[config.mk]
export PLATFORM = sky130hd
export DESIGN_NAME = rv_lsu
export DESIGN_NICKNAME = d
export VERILOG_FILES = /design/src/hw/rv_lsu_pkg.sv /design/src/hw/lsu_phase_if.sv /design/src/hw/rv_lsu.sv /design/src/hw/lsu_load_align.sv /design/src/hw/lsu_request.sv /design/src/hw/lsu_store_align.sv
export SDC_FILE = /design/constraint.sdc
export NUM_CORES = 1
export LEC_CHECK = 0
export BUFFER_PORTS_ARGS = -buffer_cell sky130_fd_sc_hd__buf_2
export CORE_ASPECT_RATIO = 0.7
export CORE_MARGIN = 2
export CORE_UTILIZATION = 30
export CTS_CLUSTER_DIAMETER = 30
export CTS_CLUSTER_SIZE = 8
export DETAILED_ROUTE_END_ITERATION = 8
export GPL_ROUTABILITY_DRIVEN = 0
export PLACE_DENSITY_LB_ADDON = 0.1
export SYNTH_ARGS = -nofsm -noshare
export SYNTH_HDL_FRONTEND = slang
export SYNTH_HIERARCHICAL = 1
export SYNTH_SLANG_ARGS = --single-unit
[constraint.sdc]
create_clock -name clk -period 4.1 [get_ports clk]
set_input_delay 0.41 -clock clk [delete_from_list [all_inputs] [get_ports clk]]
set_output_delay 0.41 -clock clk [all_outputs]
set_load 0.03 [all_outputs]
[src/hw/rv_lsu_pkg.sv]
// Load/store unit package
// Data and address widths, register index width, access size codes
// and the AHB-Lite transfer codes used by the data port

`default_nettype none

package rv_lsu_pkg;

   // ====================
   // Widths
   // ====================

   // Data bus and address width
   localparam int data_w = 32;

   // Destination register index
   localparam int reg_idx_w = 5;

   // Signed immediate offset carried with each request
   localparam int offset_w = 12;

   // AHB control field widths
   localparam int htrans_w = 2;
   localparam int hsize_w = 3;

   // ====================
   // Types
   // ====================

   typedef logic [data_w-1:0] data_t;
   typedef logic [reg_idx_w-1:0] reg_idx_t;

   // Access size encoded as the AHB hsize code so it
   // can be driven onto the bus without translation
   typedef enum logic [1:0] {
      mem_byte = 2'd0,
      mem_half = 2'd1,
      mem_word = 2'd2
   } mem_size_t;

   // ====================
   // Bus encodings
   // ====================

   // Only single transfers without bursts
   localparam logic [htrans_w-1:0] htrans_idle = 2'b00;
   localparam logic [htrans_w-1:0] htrans_nonseq = 2'b10;

endpackage

`default_nettype wire
[src/hw/lsu_phase_if.sv]
// Data-phase record of the load/store unit
// Captured at the end of the address phase and held for the
// duration of the data phase, so the load stage knows how to
// interpret hrdata and where the result goes

`default_nettype none

interface lsu_phase_if;
   import rv_lsu_pkg::*;

   // A transfer is in its data phase
   logic valid;
   logic write;
   mem_size_t size;
   logic is_unsigned;
   // Low address bits select the byte lane
   logic [1:0] addr_lo;
   reg_idx_t rd;

   modport producer (
      output valid,
      output write,
      output size,
      output is_unsigned,
      output addr_lo,
      output rd
   );

   modport consumer (
      input valid,
      input write,
      input size,
      input is_unsigned,
      input addr_lo,
      input rd
   );

endinterface

`default_nettype wire

[src/hw/rv_lsu.sv]
// Top level of the RV32 load/store unit
// Connects the request stage, which drives the AHB-Lite address
// phase and store data, to the load stage, which returns loaded
// values to the register file

`default_nettype none

module rv_lsu (
   input  logic                              clk,
   input  logic                              rst_n,
   // Request side
   input  logic                              req,
   input  logic                              req_write,
   input  rv_lsu_pkg::mem_size_t             req_size,
   input  logic                              req_unsigned,
   input  rv_lsu_pkg::data_t                 req_base,
   input  logic [rv_lsu_pkg::offset_w-1:0]   req_offset,
   input  rv_lsu_pkg::data_t                 req_wdata,
   input  rv_lsu_pkg::reg_idx_t              req_rd,
   output logic                              req_ready,
   // AHB-Lite data port
   output rv_lsu_pkg::data_t                 haddr,
   output logic [rv_lsu_pkg::htrans_w-1:0]   htrans,
   output logic                              hwrite,
   output logic [rv_lsu_pkg::hsize_w-1:0]    hsize,
   output rv_lsu_pkg::data_t                 hwdata,
   input  rv_lsu_pkg::data_t                 hrdata,
   input  logic                              hready,
   // Register file write-back
   output logic                              wb_valid,
   output rv_lsu_pkg::reg_idx_t              wb_rd,
   output rv_lsu_pkg::data_t                 wb_data
);

   lsu_phase_if u_phase ();

   // A new request goes out whenever the bus can take an address phase
   assign req_ready = hready;

   lsu_request u_request (
      .clk          (clk),
      .rst_n        (rst_n),
      .req          (req),
      .req_write    (req_write),
      .req_size     (req_size),
      .req_unsigned (req_unsigned),
      .req_base     (req_base),
      .req_offset   (req_offset),
      .req_wdata    (req_wdata),
      .req_rd       (req_rd),
      .hready       (hready),
      .haddr        (haddr),
      .htrans       (htrans),
      .hwrite       (hwrite),
      .hsize        (hsize),
      .hwdata       (hwdata),
      .phase        (u_phase.producer)
   );

   lsu_load_align u_load_align (
      .phase    (u_phase.consumer),
      .hrdata   (hrdata),
      .hready   (hready),
      .wb_valid (wb_valid),
      .wb_rd    (wb_rd),
      .wb_data  (wb_data)
   );

endmodule

`default_nettype wire

[src/hw/lsu_load_align.sv]
// Load lane extraction
// Picks the addressed byte or halfword out of hrdata during the
// data phase, sign- or zero-extends it and raises the write-back
// strobe when the load completes

`default_nettype none

module lsu_load_align (
   lsu_phase_if.consumer         phase,
   input  rv_lsu_pkg::data_t     hrdata,
   input  logic                  hready,
   output logic                  wb_valid,
   output rv_lsu_pkg::reg_idx_t  wb_rd,
   output rv_lsu_pkg::data_t     wb_data
);
   import rv_lsu_pkg::*;

   logic [7:0] byte_lane;
   logic [15:0] half_lane;
   logic fill;

   // Lane selection from the registered low address bits
   assign byte_lane = hrdata[8*phase.addr_lo +: 8];
   assign half_lane = phase.addr_lo[1] ? hrdata[31:16] : hrdata[15:0];

   always_comb begin
      case (phase.size)
         mem_byte: begin
            fill = byte_lane[7] & ~phase.is_unsigned;
            wb_data = {{(data_w - 8){fill}}, byte_lane};
         end
         mem_half: begin
            fill = half_lane[15] & ~phase.is_unsigned;
            wb_data = {{(data_w - 16){fill}}, half_lane};
         end
         default: begin
            // Full word passes through
            fill = 1'b0;
            wb_data = hrdata;
         end
      endcase
   end

   // Loads to x0 are dropped since x0 is hardwired to zero
   assign wb_valid = phase.valid & ~phase.write & hready & (phase.rd != '0);
   assign wb_rd = phase.rd;

endmodule

`default_nettype wire

[src/hw/lsu_request.sv]
// Load/store request stage
// Forms the effective address, drives the AHB address phase and
// registers the data-phase record and the lane-aligned store word
// whenever the bus is ready, so address and data phases overlap

`default_nettype none

module lsu_request (
   input  logic                              clk,
   input  logic                              rst_n,
   input  logic                              req,
   input  logic                              req_write,
   input  rv_lsu_pkg::mem_size_t             req_size,
   input  logic                              req_unsigned,
   input  rv_lsu_pkg::data_t                 req_base,
   input  logic [rv_lsu_pkg::offset_w-1:0]   req_offset,
   input  rv_lsu_pkg::data_t                 req_wdata,
   input  rv_lsu_pkg::reg_idx_t              req_rd,
   input  logic                              hready,
   output rv_lsu_pkg::data_t                 haddr,
   output logic [rv_lsu_pkg::htrans_w-1:0]   htrans,
   output logic                              hwrite,
   output logic [rv_lsu_pkg::hsize_w-1:0]    hsize,
   output rv_lsu_pkg::data_t                 hwdata,
   lsu_phase_if.producer                     phase
);
   import rv_lsu_pkg::*;

   data_t offset_sext;
   data_t lane_data;

   // ====================
   // Address phase
   // ====================

   // Base plus sign-extended 12-bit immediate
   assign offset_sext = {{(data_w - offset_w){req_offset[offset_w-1]}}, req_offset};
   assign haddr = req_base + offset_sext;

   assign htrans = req ? htrans_nonseq : htrans_idle;
   assign hwrite = req_write;
   // Size codes already match hsize
   assign hsize = hsize_w'(req_size);

   // Store data placed on its byte lanes before registering
   lsu_store_align u_store_align (
      .size      (req_size),
      .addr_lo   (haddr[1:0]),
      .wdata     (req_wdata),
      .lane_data (lane_data)
   );

   // ====================
   // Data-phase registers
   // ====================

   // Valid follows req on every ready cycle
   always_ff @(posedge clk or negedge rst_n) begin
      if (!rst_n) begin
         phase.valid <= 1'b0;
         hwdata <= '0;
      end else if (hready) begin
         phase.valid <= req;
         hwdata <= lane_data;
      end
   end

   // Attributes of the transfer entering its data phase
   always_ff @(posedge clk) begin
      if (hready) begin
         phase.write <= req_write;
         phase.size <= req_size;
         phase.is_unsigned <= req_unsigned;
         phase.addr_lo <= haddr[1:0];
         phase.rd <= req_rd;
      end
   end

endmodule

`default_nettype wire

[src/hw/lsu_store_align.sv]
// Store lane placement
// Moves a byte or halfword of store data onto the byte lanes
// selected by the low address bits; lanes not written are zero

`default_nettype none

module lsu_store_align (
   input  rv_lsu_pkg::mem_size_t size,
   input  logic [1:0]            addr_lo,
   input  rv_lsu_pkg::data_t     wdata,
   output rv_lsu_pkg::data_t     lane_data
);
   import rv_lsu_pkg::*;

   always_comb begin
      case (size)
         mem_byte: begin
            case (addr_lo)
               2'b00: lane_data = {24'b0, wdata[7:0]};
               2'b01: lane_data = {16'b0, wdata[7:0], 8'b0};
               2'b10: lane_data = {8'b0, wdata[7:0], 16'b0};
               default: lane_data = {wdata[7:0], 24'b0};
            endcase
         end
         mem_half: begin
            // Only bit 1 selects the halfword
            if (addr_lo[1]) begin
               lane_data = {wdata[15:0], 16'b0};
            end else begin
               lane_data = {16'b0, wdata[15:0]};
            end
         end
         mem_word: begin
            lane_data = wdata;
         end
         default: begin
            lane_data = wdata;
         end
      endcase
   end

endmodule

`default_nettype wire

==> summary by stage, run 1 <==
Route
For this run, the detailed router's first-pass iteration total came to 6. The first-iteration detailed-routing DRC count is ~240. In the routed layout, each cell is associated on average with a via count of 5.24.

The via count is approximately 4600. The DRC violation count after routing is 0. In this run the remaining antenna-violating nets after routing total 0. Dividing the detail-routed wire length by the instance count gives 17.0 um.

After detailed routing, the total wire length is 14900 um.

Synthesis
The flip-flop and latch count after synthesis is 44. The total of warnings raised by yosys is 6. The sequential fraction of the synthesis area is 0.263. In the synthesized netlist, the number of instances is between 400 and 500. The count of unique library cells instantiated by Yosys is 68. The leading area contributor after synthesis is dfrtp_1. After synthesis the cells add up to around 4400 um^2. After synthesis, the cell types taking the most area are dfrtp_1 (19%), mux2_2 (10%), ha_1 (8.8%), edfxtp_1 (7.5%), o21ai_0 (4.7%). The share of synthesized area in the top cell type comes to 0.188. The average footprint of a synthesized cell is 9.10 um^2.

In this run, synthesis inferred 11 flip-flops with an integrated enable. The dominant synthesized flop cell is dfrtp_1. After synthesis, the share of flip-flops with an asynchronous set or reset is 0.750.

Floorplanning
In this run the horizontal extent of the chip is 149 um. The total number of placement rows is 37. The die covers 15700 um^2.

In this run the vertical extent of the chip is around 110 um. The floorplan core area is 14500 um^2. The starting density of the core is 0.303.

The boundary pin count is 230.

Final layout
In the layout the commonest cells are buf_2 (227), nand2_1 (53), o21ai_0 (41). The core occupancy in the finished layout is 0.393. The area added between synthesis and finish is 29.8%. The layout cell share with drive strength beyond 1 is 0.427. The finished layout holds 879 standard cells, fillers aside. The leading cell type in the layout, fill and taps excluded is buf_2. 0 antenna diodes ended up in the layout.

After filler insertion, the fill cell instance count of the layout stands at 1526. The net count of the finished layout is 837.

Clocking
Counting along the longest clock path gives a buffer depth of 2. In this run, CTS created clock tree buffers numbering 5. Gates resized during post-CTS repair numbered 0. The number of buffers inserted to repair setup after CTS is 0. The TritonCTS clock tree is yes. The buffer type at the clock tree root is clkbuf_16. The clock-pin slew on the worst setup and hold paths is about 60 ps. The number of hold buffers added after cts is 0.

The clock sink total is 44. The clock latency on the worst-skew pair is 280 ps. In this run the number of H-tree levels came out at 2.

Critical path
Across all register-to-register paths, the minimum setup slack is 3300 ps. The critical path crosses 12 cells after its start point. The end of the worst register-to-register path is u_request/hwdata[14]$_DFFE_PN0P_.

Following the worst setup path forward leads to its endpoint at haddr[18]. The largest fanout on the critical path is 4. Counting cells, the worst reg-to-reg path comes to 1. The critical-path cell with the highest stage delay is fa_1. The number of buffers and inverters on the critical path is 2. The critical path in this run is classified as in2out.

STA puts the critical path data required time at 3690 ps. The startpoint type of the worst setup path is an input pin. In this run the critical register-to-register path is launched from u_request/hwdata[14]$_DFFE_PN0P_.

Walking the worst path, the cells encountered are buf_2, ha_1, fa_1, a21o_1, a221oi_2, a221o_2, o21ai_1, a21boi_1, o21ai_1, a21oi_1, xnor2_1, buf_2. The launch point of the worst path is req_base[0]. The endpoint arrival time on the critical path is 3060 ps. The kind of cell adding the most delay to the critical path is compound AO/OA/AOI/OAI gates. In this design, the stage delay of the slowest critical-path cell is 440 ps.

The worst setup path is captured at a primary output.

STA
The post-route worst setup slack is 630 ps. For the pin with the worst max-slew slack, the measured transition is slightly below 1000 ps. The final number of max-transition violations came to 0. The fraction of the cycle the final worst path needs is 0.846. Across the routed clock network, the largest skew measured is 0 ps.

Setup repair after global routing left no endpoint under its margin. The worst slew margin relative to its limit is 0.357. The setup total negative slack is 0 ps. Setup violations remaining at the end of the flow were counted as 0. The final critical path time including I/O delays and setup is roughly 3500 ps. For this run, the top clock speed supported by timing is 288 MHz.

The final count of hold timing violations is 0. The tightest hold path in the finished design has a slack of between 200 and 250 ps.

Global route
Entering global routing, the biggest net connects 46 pins. The number of global-route vias before repair was 4419. The global-route wire length before repair is 23300 um. The global-route usage over all layers is 0.183.

The number of antenna violations at the first check in global routing is 0. Summed over all layers, the global routing overflow is 0.

Power and ir drop
The analysis attributes to cell leakage a power of around 2.8 nW. The power density of the placed cells is around 350 nW/um^2. IR analysis of the VDD net gives a maximum drop of 164 uV.

Run status
The flow ran to the end, and the final reports show no timing, DRC or antenna violations.

Placed design
During placement, the flow inserted port buffers numbering 227. After legalization and detailed placement, the total HPWL measured 11900 um. At the placement stage, the worst setup path has a slack of 631 ps.

The number of placed cells counting well taps is 872.

Hold path
The path class of the tightest hold or removal check is in2async.

Run
Across the run, the number of max-cap violations was 0.
[state kept, by name (all words and copies together), names as in the netlist]
signal,count
u_request/phase.valid,1
u_request/phase.is_unsigned,1
u_request/phase.rd,5
u_request/phase.write,1
u_request/phase.size,2
u_request/phase.addr_lo,2
u_request/hwdata,32
[metal layers]
metal	up-vias	share of wire	global-route usage
met5	-	0	0
met4	0	0.0078	0.0313
met3	8	0.089	0.0446
met2	201	0.43	0.288
met1	2183	0.47	0.259
li1	2211	-	-
[metrics by stage]
stage                     power, W  area [um^2]
after global routing       0.00214         5710
after global placement     0.00164         5580
final                      0.00201         5710
after detailed placement   0.00164         5580
after floorplan            0.00132         4410
after CTS                  0.00203         5710
[worst min-delay path by stage]
| stage | from | end | slack [ps] | cells past startpoint |
|---|---|---|---|---|
| 2_1_floorplan | rst_n | u_request/hwdata[0]$_DFFE_PN0P_ | 110 | 0 |
| 3_3_place_gp | u_request/hwdata[18]$_DFFE_PN0P_ | u_request/hwdata[18]$_DFFE_PN0P_ | 480 | 1 |
| 3_5_place_dp | u_request/hwdata[4]$_DFFE_PN0P_ | u_request/hwdata[4]$_DFFE_PN0P_ | 490 | 1 |
| 4_1_cts | rst_n | u_request/hwdata[18]$_DFFE_PN0P_ | 220 | 1 |
| 5_1_grt | rst_n | u_request/hwdata[19]$_DFFE_PN0P_ | 250 | 1 |
| 6_report | rst_n | u_request/hwdata[18]$_DFFE_PN0P_ | 200 | 1 |
[layout make-up]
type / instances / area, um^2 / share of cell area
repair buffers: 229 / 1150 / 0.201
well taps: 195 / 244 / 0.0427
clock buffers: 7 / 133 / 0.0232
multi-input cells: 388 / 2970 / 0.520
inverters: 16 / 60.1 / 0.0105
flip-flops and latches: 44 / 1160 / 0.202
[kinds of logic (layout without fill, tap and decap cells)]
group | after synthesis | in the layout | synth area share
flip-flops | 44 | 44 | 0.263
other | 1 | 2 | 0.000852
multiplexers | 45 | 45 | 0.119
buffers and inverters | 53 | 252 | 0.0637
adder cells (fa/ha/maj) | 32 | 32 | 0.0926
AO/OA/AOI/OAI | 161 | 161 | 0.258
AND/OR/NAND/NOR | 119 | 119 | 0.146
XOR/XNOR | 29 | 29 | 0.0577
[power breakdown]
group          switching, W  internal, W
logic              0.000712     0.000383
registers         0.0000371     0.000504
clock network      0.000155     0.000223
[cell usage after synthesis, types with 4 or more instances]
library cell,n
xnor2_1,20
and2_1,10
ha_1,31
inv_1,15
o21bai_1,4
xor2_1,9
o21ai_0,41
mux2i_1,4
clkbuf_1,12
nor2_1,11
nand2b_1,5
a222oi_1,8
mux2_2,39
edfxtp_1,11
and4b_1,4
nor2b_1,5
a21oi_1,33
a21o_1,13
o21a_1,4
dfrtp_1,33
buf_2,4
nand2_1,53
buf_4,14
a221o_1,12
a22o_1,16
nand3_1,7
nand4_1,5
Note: power is estimated with default switching activity, not from simulation.
==> run 2, diff against run 1 <==
==> constraint.sdc (replaced) <==
create_clock -name clk -period 3.5 [get_ports clk]
set_input_delay 0.35 -clock clk [delete_from_list [all_inputs] [get_ports clk]]
set_output_delay 0.35 -clock clk [all_outputs]
set_load 0.03 [all_outputs]
==> summary by stage, run 2 (synthesis results as in run 1) <==
Final layout
At the end of the flow, the number of nets in the layout was 841. After routing the design area is around 5800 um^2. The leading cell type in the layout, fill and taps excluded is buf_2. In the final layout, the registers with the most flip-flops are u_request/hwdata x32, u_request/phase.rd x5. The layout cell share with drive strength beyond 1 is 0.433.

The register with the most flip-flops in the layout has 32 of them. The number of inserted filler cells in the final layout is 1510. Compared with the post-synthesis result, the final layout area differs by 31.2%. Leaving out fill and tap cells, the most frequent cells in the layout are buf_2 (227), nand2_1 (53), o21ai_0 (41). More flip-flops sit in one register than any other, and that register is u_request/hwdata.

Placed design
The total of buffers placed on input and output ports is about 230. The total half-perimeter wirelength after legalization and detailed placement is 12200 um. The area of placed instances is roughly 5600 um^2.

Floorplanning
The boundary pin count is 230. The floorplan core area is 14500 um^2. The initial utilization of the core area, before any placement, comes to 0.303.

The die height is 105 um. In this run the horizontal extent of the chip is 149 um. The die footprint is 15700 um^2. The total number of placement rows is 37.

Run status
The run finished with clean final reports.

Hold path
The tightest min-delay check is of the in2async type.

STA
The setup skew after layout is 0 ps. The routed design could run at a clock period as short as ~3300 ps. The worst slew margin relative to its limit is 0.396. The fraction of the cycle the final worst path needs is 0.934. After routing, the total negative slack on setup checks comes to 0 ps. The final number of max-transition violations came to 0. At the pin with the least slew margin, the transition time is 904 ps. The final count of hold timing violations is 0. The count of endpoints failing setup in the final report is 0. Based on the critical path, the design can be clocked at up to 306 MHz. Setup repair after global routing left no endpoint under its margin.

Clocking
For the worst-skew pair, the clock arrives at the later sink with an insertion delay of 290 ps. Gates resized during post-CTS repair numbered 0. The number of hold buffers added after CTS was 0.

The total number of H-tree levels is 2. In this run the deepest clock path goes through 2 buffers. The number of buffers inserted to repair setup after CTS is 0.

Counting the buffers created by CTS gives 5. TritonCTS built the clock tree. The clock net in this run drives a total of 44 sinks. Clock-pin slew was measured on the worst setup and hold paths at ~60 ps. The buffer type at the clock tree root is clkbuf_16.

Critical path
The largest incremental delay on the critical path is between 400 and 500 ps. The critical-path cell with the highest stage delay is fa_1. The reg-to-reg startpoint is u_request/hwdata[14]$_DFFE_PN0P_. The kind of cell with the highest combined delay along the critical path is compound AO/OA/AOI/OAI gates. The endpoint required time on the critical path is 3150 ps. The critical path capture point type is a primary output. The class of the most critical setup path is in2out. The largest fanout on the critical path is 4.

The startpoint type of the worst setup path is an input pin. The endpoint arrival time on the critical path is 2920 ps. Counting both buffers and inverters, the worst setup path holds a total of 2. The critical path goes through buf_2, ha_1, fa_1, a21o_1, a221oi_2, a221o_2, o2111ai_2, o211ai_2, o21ai_2, a221oi_2, xnor2_1, buf_2.

The critical path starts at req_base[0].

Route
Before antenna repair, the detailed router went through 8 iterations. The detail route stage leaves a number of antenna-violating nets equal to 0. In the final routed layout, each cell accounts on average for 17.2 um.

The DRC violation count after routing is 0. Summing over every cut layer, the via total after detailed routing is between 4000 and 5000. For this block, the initial DRC count from the detailed router was 236.

The wire length after detailed routing is 15200 um. Dividing the detail-routed via count by the number of cells gives between 5 and 6.

Global route
The first global-routing pass estimated between 20000 and 25000 um of wire. The number of antenna violations at the first check in global routing is 1. The maximum number of pins on one net before global-route repair is 45. The number of global-route vias before repair is 4540. For this run, the total global-route usage over all layers was measured as 0.190.

The total overflow left after global routing is 0.

Power and ir drop
The leakage power is 2.88 nW. The peak supply drop is 218 uV. For this design the ratio of total power to cell area is around 420 nW/um^2.

Run
Max-cap violations in this run came to 0.
## run 2: changes by cell type in the layout (fill, tap and decap cells not counted), sizes merged
cell,change
diode,+1
clkbuf,-1
buf,+4
clkinv,+2
## run 2: per-layer routing
layer,wire length [um],GRT usage,vias up,share of wire
li1,-,-,2229,-
met1,7200,0.274,2208,0.47
met2,6460,0.285,212,0.42
met3,1330,0.0437,19,0.087
met4,248,0.0463,0,0.016
met5,0,0,-,0
## run 2: final timing paths
path | endpoint | slack, ps | cells after the start
min | u_request/hwdata[18]$_DFFE_PN0P_ | 130 | 1
min in group clk | u_request/phase.rd[2]$_DFFE_PP_ | 230 | 1
max in group asynchronous | u_request/phase.valid$_DFFE_PN0P_ | 2890 | 1
max reg2reg | u_request/hwdata[14]$_DFFE_PN0P_ | 2720 | 1
max | haddr[30] | 230 | 12
min reg2reg | u_request/hwdata[12]$_DFFE_PN0P_ | 510 | 1
## run 2: per-stage QoR
stage	cells	utilization	worst slack (ps)	hold WS [ps]	power [W]
6_report	885	0.397	229	126	0.00244
5_1_grt	884	0.397	50.3	184	0.00259
2_1_floorplan	485	-	559	54.4	0.00154
3_3_place_gp	876	0.386	275	460	0.00193
4_1_cts	884	0.397	199	152	0.00246
3_5_place_dp	876	0.386	201	464	0.00194
## run 2: power by group
part	switching (W)	total, W	internal (W)
clock network	0.000204	0.000511	0.000307
logic	0.000833	0.00129	0.000455
registers	0.0000494	0.000640	0.000591
## run 2: final cells by class
type | count | area [um^2] | share of cell area
multi-input cells | 388 | 2970 | 0.514
repair buffers | 233 | 1180 | 0.204
flip-flops and latches | 44 | 1160 | 0.200
well taps | 195 | 244 | 0.0422
clock buffers | 6 | 150 | 0.0260
inverters | 16 | 60.1 | 0.0104
clock inverters | 2 | 12.5 | 0.00217
diodes | 1 | 2.50 | 0.000433
==> run 3, diff against run 2 <==
--- a/config.mk
+++ b/config.mk
@@ -7,7 +7,7 @@
 export LEC_CHECK = 0
 export BUFFER_PORTS_ARGS = -buffer_cell sky130_fd_sc_hd__buf_2
 export CORE_ASPECT_RATIO = 0.7
-export CORE_MARGIN = 2
+export CORE_MARGIN = 5
 export CORE_UTILIZATION = 30
 export CTS_CLUSTER_DIAMETER = 30
 export CTS_CLUSTER_SIZE = 8
==> summary by stage, run 3 (synthesis results as in run 1) <==
Run
The max-capacitance violation count is 0.

Critical path
For the worst setup path, the data required time is 3150 ps. Traced cell by cell, the critical path runs through buf_2, ha_1, fa_1, a21o_1, a221oi_2, a221o_2, o21ai_1, a21boi_1, o21ai_1, a21boi_1, xnor2_1, buf_2. Of all nets on the critical path, the largest fanout is 4.

The register-to-register setup slack is ~2700 ps. STA classifies the critical path endpoint as a primary output. Counting cells, the worst reg-to-reg path comes to 1.

At the worst endpoint, the arrival time is between 2000 and 3000 ps. The worst setup path is launched from an input pin. The critical path is of the in2out type. The critical-path cell with the highest stage delay is fa_1. In this design, the stage delay of the slowest critical-path cell is roughly 430 ps.

Placed design
Detailed placement ended at an HPWL of 12800 um. During placement, the flow inserted port buffers numbering 227. OpenSTA, run right after detailed placement, puts the worst setup slack at 215 ps.

Global route
The number of global-route vias before repair is about 4600. The total overflow left after global routing is 0. The global-route wire length before repair is 24600 um. For this run, the total global-route usage over all layers was measured as 0.173. The maximum number of pins on one net before global-route repair is 34.

The number of antenna violations at the first check in global routing is 0.

STA
Dividing the final minimum period by the clock period gives 0.950. The final number of max-transition violations is 0. The worst pin sits at a relative slew slack of 0.377. The worst hold margin is approximately 130 ps. For this run, the top clock speed supported by timing is 301 MHz. The final count of hold timing violations is 0. At the pin with the least slew margin, the transition time is slightly above 900 ps. The setup total negative slack is 0 ps. Between clock sinks in the finished design, the worst skew comes to 0 ps. Setup repair after global routing left no endpoint under its margin. Setup violations remaining at the end of the flow were counted as 0. The final critical path time including I/O delays and setup is about 3300 ps. The post-route worst setup slack is 176 ps.

Route
The first TritonRoute pass finished after 5 iterations. After detailed routing, the number of vias per cell comes to 5.17. The detail route stage leaves a number of antenna-violating nets equal to 0. Dividing the detail-routed wire length by the instance count gives 17.6 um. The wire length after detailed routing is 15600 um. The detailed router placed 4563 vias in this run. For this run, design rule violations remaining after detail routing come to 0.

The first-iteration detailed-routing DRC count is ~220.

Power and ir drop
Overall power consumption after layout is estimated at ~0.0024 W. The worst-case IR drop observed on VDD is 184 uV. The internal cell power is roughly 0.0013 W. Power spread over the standard cell area amounts to 414 nW/um^2. The combinational cell fraction of total power is 0.543.

The switching share of total power is 0.450. The analysis attributes to cell leakage a power of 2.86 nW. Of the total power, the clock network draws 0.189. The share of power burned in registers is 0.268.

In this run the power spent charging and discharging nets is 0.00107 W.

Floorplanning
The boundary pin count is 230. The total number of placement rows is 37. From bottom edge to top edge, the die measures 111 um. The floorplan core area is 14500 um^2. The floorplan step set the die width to 155 um. The die covers 17200 um^2. For this configuration, the core starts out at a cell density of 0.303.

Run status
The flow ran to the end, and the final reports show no timing, DRC or antenna violations.

Clocking
The buffer type at the clock tree root is clkbuf_16. Once the clock tree was built, the resizer swapped 0 gates to a different size. The clock-pin slew on the worst setup and hold paths is 60 ps. The number of clock buffers inserted by TritonCTS is 5. The total number of H-tree levels is 2. The maximum buffer depth of the clock tree is 2.

The number of hold buffers added after cts is 0. The number of buffers inserted to repair setup after CTS is 0. The TritonCTS clock tree is yes.

At the later pin of the worst-skew pair, clock insertion delay measures 280 ps. Counting every sink on the clock net gives 44.

Final layout
0 antenna diodes ended up in the layout. The layout cell share with drive strength beyond 1 is 0.429. The library cell used most frequently in the layout, excluding fill and tap cells, is buf_2. The area growth from synthesis to layout is 30.4%.

The flip-flop count of the largest register after layout is 32. The largest registers in the layout are u_request/hwdata x32, u_request/phase.rd x5. The register with the most flip-flops in the final layout is u_request/hwdata. The top cell types in the final layout, fill and taps aside, are buf_2 (227), nand2_1 (53), o21ai_0 (41). The layout net count is 840. The core occupancy in the finished layout is 0.395.

Hold path
The min-delay analysis places its worst path in the category in2async.
-- run 3: critical path: cells and delay by family --
family / cells / cell delay, ps
compound gates: 7 / 1470
xor+xnor: 1 / 150
buf+inv: 2 / 330
fa+ha+maj: 2 / 650
-- run 3: worst paths after layout --
check                                                 start                           endpoint
setup / recovery                                req_base[0]                          haddr[16]
hold reg to reg             u_request/hwdata[8]$_DFFE_PN0P_    u_request/hwdata[8]$_DFFE_PN0P_
hold / removal                                        rst_n   u_request/hwdata[19]$_DFFE_PN0P_
setup reg to reg           u_request/hwdata[27]$_DFFE_PN0P_   u_request/hwdata[27]$_DFFE_PN0P_
max in group asynchronous                             rst_n  u_request/phase.valid$_DFFE_PN0P_
min in group clk                                  req_rd[3]    u_request/phase.rd[3]$_DFFE_PP_
-- run 3: metrics by stage --
stage	area [um^2]	instances
2_1_floorplan	4410	485
3_3_place_gp	5600	875
3_5_place_dp	5600	875
4_1_cts	5740	883
5_1_grt	5740	883
6_report	5740	883
-- run 3: final cells by class --
class / count / area, um^2
timing repair buffer: 232 / 1170
clock inverter: 1 / 3.75
inverter: 16 / 60.1
tap: 195 / 244
sequential: 44 / 1160
fill: 1491 / 8800
clock buffer: 7 / 133
multi-input combinational: 388 / 2970
-- run 3: metal layers --
metal / track usage / share of wire / wire [um]
met5: 0 / 0 / 0
met1: 0.246 / 0.48 / 7390
met4: 0.0329 / 0.015 / 229
met3: 0.0493 / 0.085 / 1330
met2: 0.265 / 0.42 / 6610
-- run 3: power groups by stage --
stage                     Combinational (W)  Clock, W  Sequential, W
final                               0.00129  0.000449       0.000638
after global routing                0.00139  0.000488       0.000647
after CTS                           0.00130  0.000459       0.000639
after detailed placement            0.00129         0       0.000647
after global placement              0.00130         0       0.000645
after floorplan                    0.000813         0       0.000730
